### src/source/isa_pkg.sv
package isa_pkg;

  typedef logic [4:0] reg_addr_t;

  // primary opcodes
  typedef enum logic [5:0] {
    op_rtype = 6'h00,
    op_addi  = 6'h08,
    op_andi  = 6'h0c,
    op_ori   = 6'h0d,
    op_xori  = 6'h0e
  } opcode_e;

  // function codes, register format only
  typedef enum logic [5:0] {
    f_sll = 6'h00,
    f_srl = 6'h02,
    f_add = 6'h20,
    f_sub = 6'h22,
    f_and = 6'h24,
    f_or  = 6'h25,
    f_xor = 6'h26,
    f_slt = 6'h2a
  } funct_e;

  typedef struct packed {
    opcode_e    opcode;
    reg_addr_t  rs;
    reg_addr_t  rt;
    reg_addr_t  rd;
    logic [4:0] shamt;
    funct_e     funct;
  } instr_r_t;

  typedef struct packed {
    opcode_e     opcode;
    reg_addr_t   rs;
    reg_addr_t   rt;
    logic [15:0] imm;
  } instr_i_t;

  // same word, two views
  typedef union packed {
    instr_r_t r;
    instr_i_t i;
  } instr_u;

endpackage

### src/source/pipe_pkg.sv
package pipe_pkg;

  typedef enum logic [3:0] {
    alu_add = 4'd0,
    alu_sub = 4'd1,
    alu_and = 4'd2,
    alu_or  = 4'd3,
    alu_xor = 4'd4,
    alu_slt = 4'd5,
    alu_sll = 4'd6,
    alu_srl = 4'd7
  } alu_op_e;

  // decoded control, carried from decode into execute
  typedef struct packed {
    alu_op_e            alu_op;
    logic               use_imm;
    logic               reg_write;
    isa_pkg::reg_addr_t dest;
    logic [4:0]         shamt;
  } ctrl_t;

  // writeback report of one lane
  typedef struct packed {
    logic               valid;
    isa_pkg::reg_addr_t dest;
  } wb_t;

endpackage

### src/source/instr_decoder.sv
`timescale 1ns/1ps

module instr_decoder
  import isa_pkg::*, pipe_pkg::*;
(
  input  instr_u instr,
  output ctrl_t  ctrl,
  output logic   valid_op
);

  always_comb begin
    ctrl       = '0;
    valid_op   = 1'b1;
    ctrl.shamt = instr.r.shamt;

    if (instr.r.opcode == op_rtype) begin
      // register format, result goes to rd
      ctrl.use_imm = 1'b0;
      ctrl.dest    = instr.r.rd;
      case (instr.r.funct)
        f_add:   ctrl.alu_op = alu_add;
        f_sub:   ctrl.alu_op = alu_sub;
        f_and:   ctrl.alu_op = alu_and;
        f_or:    ctrl.alu_op = alu_or;
        f_xor:   ctrl.alu_op = alu_xor;
        f_slt:   ctrl.alu_op = alu_slt;
        f_sll:   ctrl.alu_op = alu_sll;
        f_srl:   ctrl.alu_op = alu_srl;
        default: begin
          ctrl.alu_op = alu_add;
          valid_op    = 1'b0;
        end
      endcase
    end else begin
      // immediate format, result goes to rt
      ctrl.use_imm = 1'b1;
      ctrl.dest    = instr.i.rt;
      case (instr.i.opcode)
        op_addi: ctrl.alu_op = alu_add;
        op_andi: ctrl.alu_op = alu_and;
        op_ori:  ctrl.alu_op = alu_or;
        op_xori: ctrl.alu_op = alu_xor;
        default: begin
          ctrl.alu_op = alu_add;
          valid_op    = 1'b0;
        end
      endcase
    end

    // r0 is hardwired, never written
    ctrl.reg_write = valid_op && (ctrl.dest != '0);
  end

endmodule

### src/source/alu.sv
`timescale 1ns/1ps

module alu
  import pipe_pkg::*;
#(
  parameter int data_width = 32
) (
  input  alu_op_e               op,
  input  logic [data_width-1:0] a,
  input  logic [data_width-1:0] b,
  input  logic [4:0]            shamt,
  output logic [data_width-1:0] result
);

  logic less;

  assign less = $signed(a) < $signed(b);

  always_comb begin
    case (op)
      alu_add: result = a + b;
      alu_sub: result = a - b;
      alu_and: result = a & b;
      alu_or:  result = a | b;
      alu_xor: result = a ^ b;
      alu_slt: result = data_width'(less);
      // shifts act on the rt operand
      alu_sll: result = b << shamt;
      alu_srl: result = b >> shamt;
      default: result = '0;
    endcase
  end

endmodule

### src/source/exec_lane.sv
`timescale 1ns/1ps

module exec_lane
  import isa_pkg::*, pipe_pkg::*;
#(
  parameter int data_width = 32
) (
  input  logic                  clk,
  input  logic                  arst_n,
  input  logic                  issue,
  input  instr_u                instr,
  input  logic [data_width-1:0] rs_data,
  input  logic [data_width-1:0] rt_data,
  input  wb_t                   peer_wb,
  input  logic [data_width-1:0] peer_data,
  input  logic                  older,
  output reg_addr_t             rs_addr,
  output reg_addr_t             rt_addr,
  output wb_t                   wb,
  output logic [data_width-1:0] wb_data
);

  ctrl_t                 dec_ctrl;
  logic                  dec_valid_op;

  logic                  ex_valid;
  ctrl_t                 ex_ctrl;
  reg_addr_t             ex_rs;
  reg_addr_t             ex_rt;
  logic [data_width-1:0] ex_rs_data;
  logic [data_width-1:0] ex_rt_data;
  logic [15:0]           ex_imm;

  logic [data_width-1:0] op_a;
  logic [data_width-1:0] op_b;
  logic [data_width-1:0] alu_b;
  logic [data_width-1:0] alu_result;

  ////////////////////////////////////////////////////////////////////////////
  // decode

  assign rs_addr = instr.r.rs;
  assign rt_addr = instr.r.rt;

  instr_decoder u_decoder (
    .instr    (instr),
    .ctrl     (dec_ctrl),
    .valid_op (dec_valid_op)
  );

  always_ff @(posedge clk or negedge arst_n) begin
    if (!arst_n) begin
      ex_valid <= 1'b0;
      ex_ctrl  <= '0;
    end else begin
      ex_valid <= issue && dec_valid_op;
      ex_ctrl  <= dec_ctrl;
    end
  end

  always_ff @(posedge clk) begin
    ex_rs      <= instr.r.rs;
    ex_rt      <= instr.r.rt;
    ex_rs_data <= rs_data;
    ex_rt_data <= rt_data;
    ex_imm     <= instr.i.imm;
  end

  ////////////////////////////////////////////////////////////////////////////
  // execute

  // lane 1 result outranks lane 0 when both hit
  function automatic logic [data_width-1:0] fwd(reg_addr_t src,
                                                logic [data_width-1:0] dflt);
    logic own_hit;
    logic peer_hit;
    own_hit  = wb.valid && (wb.dest == src);
    peer_hit = peer_wb.valid && (peer_wb.dest == src);
    if (own_hit && !(peer_hit && older))
      return wb_data;
    else if (peer_hit)
      return peer_data;
    else
      return dflt;
  endfunction

  always_comb begin
    op_a = fwd(ex_rs, ex_rs_data);
    op_b = fwd(ex_rt, ex_rt_data);
  end

  // immediates are zero extended
  assign alu_b = ex_ctrl.use_imm ? data_width'(ex_imm) : op_b;

  alu #(
    .data_width (data_width)
  ) u_alu (
    .op     (ex_ctrl.alu_op),
    .a      (op_a),
    .b      (alu_b),
    .shamt  (ex_ctrl.shamt),
    .result (alu_result)
  );

  ////////////////////////////////////////////////////////////////////////////
  // writeback

  always_ff @(posedge clk or negedge arst_n) begin
    if (!arst_n) begin
      wb <= '0;
    end else begin
      wb.valid <= ex_valid && ex_ctrl.reg_write;
      wb.dest  <= ex_ctrl.dest;
    end
  end

  always_ff @(posedge clk) begin
    wb_data <= alu_result;
  end

  assert property (@(posedge clk) disable iff (!arst_n) wb.valid |-> (wb.dest != '0))
    else $error("writeback reported for r0");

endmodule

### config.mk
export PLATFORM = sky130hd
export DESIGN_NAME = exec_lane
export DESIGN_NICKNAME = d
export VERILOG_FILES = /design/src/source/isa_pkg.sv /design/src/source/pipe_pkg.sv /design/src/source/instr_decoder.sv /design/src/source/alu.sv /design/src/source/exec_lane.sv
export SDC_FILE = /design/constraint.sdc
export NUM_CORES = 1
export LEC_CHECK = 0
export BUFFER_PORTS_ARGS = -buffer_cell sky130_fd_sc_hd__clkbuf_2
export CAP_MARGIN = 20
export CELL_PAD_IN_SITES_DETAIL_PLACEMENT = 0
export CELL_PAD_IN_SITES_GLOBAL_PLACEMENT = 2
export CORE_AREA = 2 2 209 211
export CTS_CLUSTER_SIZE = 16
export DETAILED_ROUTE_END_ITERATION = 7
export DIE_AREA = 0 0 211 213
export GPL_TIMING_DRIVEN = 0
export PLACE_DENSITY = 0.85
export SYNTH_ARGS = -nofsm -noshare
export SYNTH_HDL_FRONTEND = slang
export SYNTH_HIERARCHICAL = 1
export SYNTH_SLANG_ARGS = --single-unit
### constraint.sdc
create_clock -name clk -period 4.2 [get_ports clk]
set_input_delay 0.84 -clock clk [delete_from_list [all_inputs] [get_ports clk]]
set_output_delay 0.84 -clock clk [all_outputs]
set_load 0.01 [all_outputs]
Word level (Yosys, flattened, before mapping) --
Cells that the tools add are included.
Word-level totals: register bits 145, bits of input ports 138, output and inout bits 48, logic and storage cells 76
Operators by class: add/subtract/negate cells 2, $lt $le $gt $ge 1, equal/unequal tests 22, shifts and indexed selects 2, muxes and demuxes 13, bitwise operators 3, reduce and logical (&&, ||, !) cells 19
Operators with widths (number):
- 32-bit case mux with 8 select lines | 1
- 32-bit two-way mux | 5
- 6-bit equality test (second input constant) | 6
- 32-bit adder | 1
- 32-bit AND | 1
- 32-bit less-than comparator | 1
- 32-bit bitwise OR | 1
- 32-bit by 5-bit left shift with 32-bit output | 1
- 32-bit by 5-bit >> shifter with 32-bit output | 1
- 32-bit subtractor | 1
- 32-bit XOR | 1
- 6-bit by 4-bit equality test with 1-bit output (second input constant) | 4
- 3-bit case mux with 7 select lines | 1
- 5-bit equality test | 4
- 4-bit by 3-bit equality test with 1-bit output (second input constant) | 4
- 6-bit zero test | 2
- 1-bit logical AND | 11
- 5-bit two-way mux | 2
- 3-bit case mux with 3 select lines | 1
- 4-bit by 2-bit equality test with 1-bit output (second input constant) | 2
- 8-bit OR reduction | 1
- 6-bit by 2-bit equality test with 1-bit output (second input constant) | 1
- 5-bit nonzero test | 1
- 4-bit by 1-bit equality test with 1-bit output (second input constant) | 1
- other kinds (4) | 7

Logic depth before layout (Yosys ltp) --
depth in word-level cells 9, gate-level depth with buffers 20, mapped depth without buffers 18

Modules after synthesis --
The synthesis kept the hierarchy.
Modules (own cells, without submodules):
- alu | times used 1, cells each 1197, area each 8056.5 sq um, seq. area each 0.0 sq um
- exec_lane | times used 1, cells each 432, area each 5111.2 sq um, seq. area each 3017.9 sq um
- instr_decoder | times used 1, cells each 50, area each 364.1 sq um, seq. area each 0.0 sq um

Least setup slack after synthesis --
Ideal clock, no wire load.
kind input to register, start in peer_wb[1] (netlist bit), end reg wb_data[30], setup time 67 ps, arrival time 4492 ps, setup slack -359 ps, stages on the path 18, buffers on the path 1, cells stage by stage xor2_1 -> nor4_4 -> nand3_2 -> clkbuf_1 -> a32o_1 -> a21oi_1 -> ha_1 -> inv_1 -> fa_1 -> nor2b_2 -> o211ai_2 -> a21oi_1 -> o211ai_2 -> nand2_1 -> a211oi_2 -> o211ai_1 -> mux2_4 -> o21ai_2
On the way: longest elaborated chain between the ends 9
Ends and longest elaborated chain:
- start, declared | line exec_lane.sv:14 | input wb_t peer_wb,
- 5-bit equality test * | line exec_lane.sv:78 | peer_hit = peer_wb.valid && (peer_wb.dest == src);
- 1-bit logical AND * | line exec_lane.sv:78
- 1-bit logical AND | line exec_lane.sv:79 | if (own_hit && !(peer_hit && older))
- 1-bit zero test | line exec_lane.sv:79
- 1-bit logical AND | line exec_lane.sv:79
- 32-bit two-way mux * | line exec_lane.sv:79
- 32-bit two-way mux * | line exec_lane.sv:93 | assign alu_b = ex_ctrl.use_imm ? data_width'(ex_imm) : op_b;
- named net alu_b[0] | line exec_lane.sv:36 | logic [data_width-1:0] alu_b;
- 32-bit subtractor, or another cell as far along | line alu.sv:22 | alu_sub: result = a - b;
- 32-bit case mux with 8 select lines * | line alu.sv:20 | case (op)
- named net alu_result[30] | line exec_lane.sv:37 | logic [data_width-1:0] alu_result;
- end signal, assigned | line exec_lane.sv:118 | wb_data <= alu_result;
- end, declared | line exec_lane.sv:20 | output logic [data_width-1:0] wb_data
Mark *: on every way through the listed nets, which the timed path passes. The rest lies on a longest branch.

Worst setup path after layout --
Ends and elaborated chain as after synthesis.

==> impl_metrics.csv <==
group,metric,value,unit
hold_path,hold_path_class,"reg2reg",
sta,rsz0062_at_grt,"true",
synth,synth.largest_area_cell,"dfxtp_1",
clocking,clk_path_buf_depth,2,
cells_and_area,nNetsFinal,2259,
clocking,cts_buffers,17,
clocking,htree_num_levels,4,
worst_setup_path,cp-start-kind,"primary input",
clocking,cts_tree,"yes",
global_routing,grt_pass1_wl,99.5,mm
cells_and_area,final_common_cell,"clkbuf_2",
synth,synth_ff_type,"dfxtp_1",
synth,postSynthCellCount,1679,
place,placed_area,15300,µm²
sta,setup_viol,19,
worst_setup_path,crit_type,"in2reg",
outcome,violations,"negative setup slack",
synth,synth_seq_cells,145,
route,drcViolationCount,0,
route,drt-total-wl,68.8,mm
power_and_ir_drop,p_per_area,259,nW/µm²
sta,final.min_clock_period,4.56,ns
outcome,status,"finished, violations left",
power_and_ir_drop,ir_worst_vdd,0.295,mV
synth,synth.yosys.seq_area_share,0.223,
clocking,clock-root-buffer,"clkbuf_16",
sta,setup_slack,-0.361,ns
synth,ys_top_cells_by_area,"dfxtp_1 (18%), ha_1 (9.6%), mux2i_1 (8.4%)",
global_routing,grt_max_degree,24,
worst_setup_path,worstPathMaxFanout,6,
synth,async_flop_share,0.159,
global_routing,overflow,0,
sta,finalCritPeriodShare,1.09,
route,detail_route.iter0.violations,1402,
sta,tightest_slew,1.05,ns
cells_and_area,antenna_cells,0,
power_and_ir_drop,leakagePower,0.00808,µW
sta,hold_violations,0,
place,dp_hpwl,53.6,mm
clocking,cts_sinks,145,
cells_and_area,layout_common_cells,"clkbuf_2 (194), nor2_1 (157), buf_4 (141)",
synth,syn_area,13500,µm²
floorplanning,die_h,213,µm
route,firstDrtPassIters,6,
global_routing,grt_pass1_vias,15087,
route,wl_per_cell,26.7,µm
sta,finalMaxSlewViolations,0,
synth,synth_top_area_share,0.180,
sta,skew,0.0172,ns
cells_and_area,area_growth,39.4,%
run,max_cap_violations,0,
place,port_buffers,185,
cells_and_area,fin_util,0.442,
floorplanning,coreArea,42700,µm²
sta,max_freq,219,MHz
clocking,clock_latency,0.45,ns
synth,ys_warn_count,6,
floorplanning,ioPinCount,186,
sta,slew_headroom,0.303,
synth,synth_edf_count,0,
synth,ys_types,94,
worst_setup_path,worstPathRequired,4.55,ns
place,gp_congestion,0.991,
synth,avgSynthCellArea,8.06,µm²
clocking,clk_pin_slew,0.07,ns
route,route.vias.total,15359,
floorplanning,start_util,0.317,
synth,synth_nets,1923,
worst_setup_path,crit_arrival,4.91,ns
cells_and_area,drive_gt1_frac,0.376,
floorplanning,dieArea,44900,µm²
floorplanning,fp.dieW,211,µm
floorplanning,rows,76,
route,ant_nets,0,
worst_setup_path,endpoint_kind,"register",
clocking,hold_buffers,0,
cells_and_area,fin_area,18900,µm²
route,routed_via_density,5.97,
global_routing,antenna_found_initial,4,
global_routing,grt.total_usage,0.300,
state kept, by name (all words and copies together), names as in the netlist:
register and flops:
ex_ctrl 16, ex_imm 16, ex_rs 5, ex_rs_data 32, ex_rt 5, ex_rt_data 32
ex_valid 1, wb 6, wb_data 32
final timing paths:
check / startpoint / endpoint / slack, ns / depth (start not counted)
worst max-delay path: peer_wb[1] / wb_data[30] / -0.36 / 20
worst min-delay path: ex_ctrl[9] / wb[4] / 0.35 / 0
worst max register to register: ex_rt[1] / wb_data[30] / -0.28 / 19
worst min register to register: ex_ctrl[9] / wb[4] / 0.35 / 0
max in group asynchronous: arst_n / ex_ctrl[3] / 3.39 / 1
min in group asynchronous: arst_n / ex_ctrl[10] / 0.40 / 1
worst max-delay path, cell delays in order:
cell and delay (ns):
buf_8 0.11, xor2_4 0.15, nor4_4 0.26, buf_4 0.18, nand3_4 0.15, clkbuf_16 0.22
a32o_2 0.26, a21oi_4 0.25, ha_4 0.18, inv_2 0.04, fa_2 0.33, nor2b_4 0.15
o211ai_4 0.23, a21oi_4 0.13, o211ai_4 0.26, nand2_2 0.12, a211oi_4 0.34, o211ai_1 0.17
mux2_4 0.33, o21ai_4 0.20
area by class of cell:
class,count,area (µm²)
flip-flops and latches,145,3020
inverters,135,542
clock buffers,18,439
fillers,4217,23800
plain buffers,125,828
clock inverters,14,169
multi-input cells,1263,11000
repair buffers,328,2190
well taps,546,683
cells by family after synthesis:
kind of cell / Yosys count / synth area share
and+or+nand+nor: 441 / 0.162
other: 1 / 0.000277
muxes: 142 / 0.116
AOI/OAI and AO/OA: 527 / 0.281
adders and majority gates: 107 / 0.0999
DFF: 145 / 0.223
buffers and inverters: 271 / 0.0890
xor gates and xnor gates: 45 / 0.0291
cell usage after synthesis (6+ instances only):
cell type	n
nor2_1	163
inv_1	130
dfxtp_1	122
a21oi_1	117
o21ai_0	115
mux2i_1	114
ha_1	104
nand2_1	85
clkbuf_1	59
nand3b_1	37
buf_2	33
o221a_2	32
buf_4	30
a221oi_1	29
nor3_1	29
a22oi_1	25
nand2b_1	25
xnor2_1	24
dfrtp_1	23
nand3_1	23
o211ai_1	21
xor2_1	21
a32o_1	17
mux2_2	17
a211oi_1	15
nand4_1	15
o31ai_1	15
o22ai_1	13
a21o_1	12
mux4_2	10
nor2b_1	10
a221oi_2	9
a31oi_1	9
and2_1	9
nor4_1	9
o21ai_1	9
o21bai_1	9
and3_1	8
buf_1	8
o21a_1	7
a211o_1	6
o221ai_1	6
or3_1	6
timing repair:
| item | CTS | global route |
|---|---|---|
| endpoints found under the hold margin | 0 | 0 |
| cloned | 1 | 1 |
| endpoints found under the setup margin | 32 | 24 |
| gates resized for setup | 256 | 159 |
| pin swaps | 73 | 56 |
| setup buffers | 102 | 36 |
report_power, final:
part / internal [µW] / switching (µW) / total, µW
Combinational: 720 / 1050 / 1770
Sequential: 1470 / 82.2 / 1550
Clock: 864 / 706 / 1570
Total: 3060 / 1830 / 4890
stage by stage:
step	instances	hold slack [ns]	setup WS (ns)	TNS (ns)	total power (µW)
floorplan	1679	0.331	-0.0761	-0.337	2370
global placement	2410	0.332	-2.01	-48.36	2900
detailed placement	2412	0.336	-1.94	-44.82	2890
CTS	2543	0.351	-0.241	-2.12	4720
global route	2574	0.370	-0.392	-5.16	5070
finish	2574	0.350	-0.361	-3.05	4890
layer usage:
layer	GRT usage	vias to the layer above	wire, µm
li1	-	6772	-
met1	0.393	7514	28500
met3	0.0641	169	6120
met5	0	-	16
met4	0.115	2	2550
met2	0.485	902	31500
No activity file was read; power rests on OpenSTA's default activity.
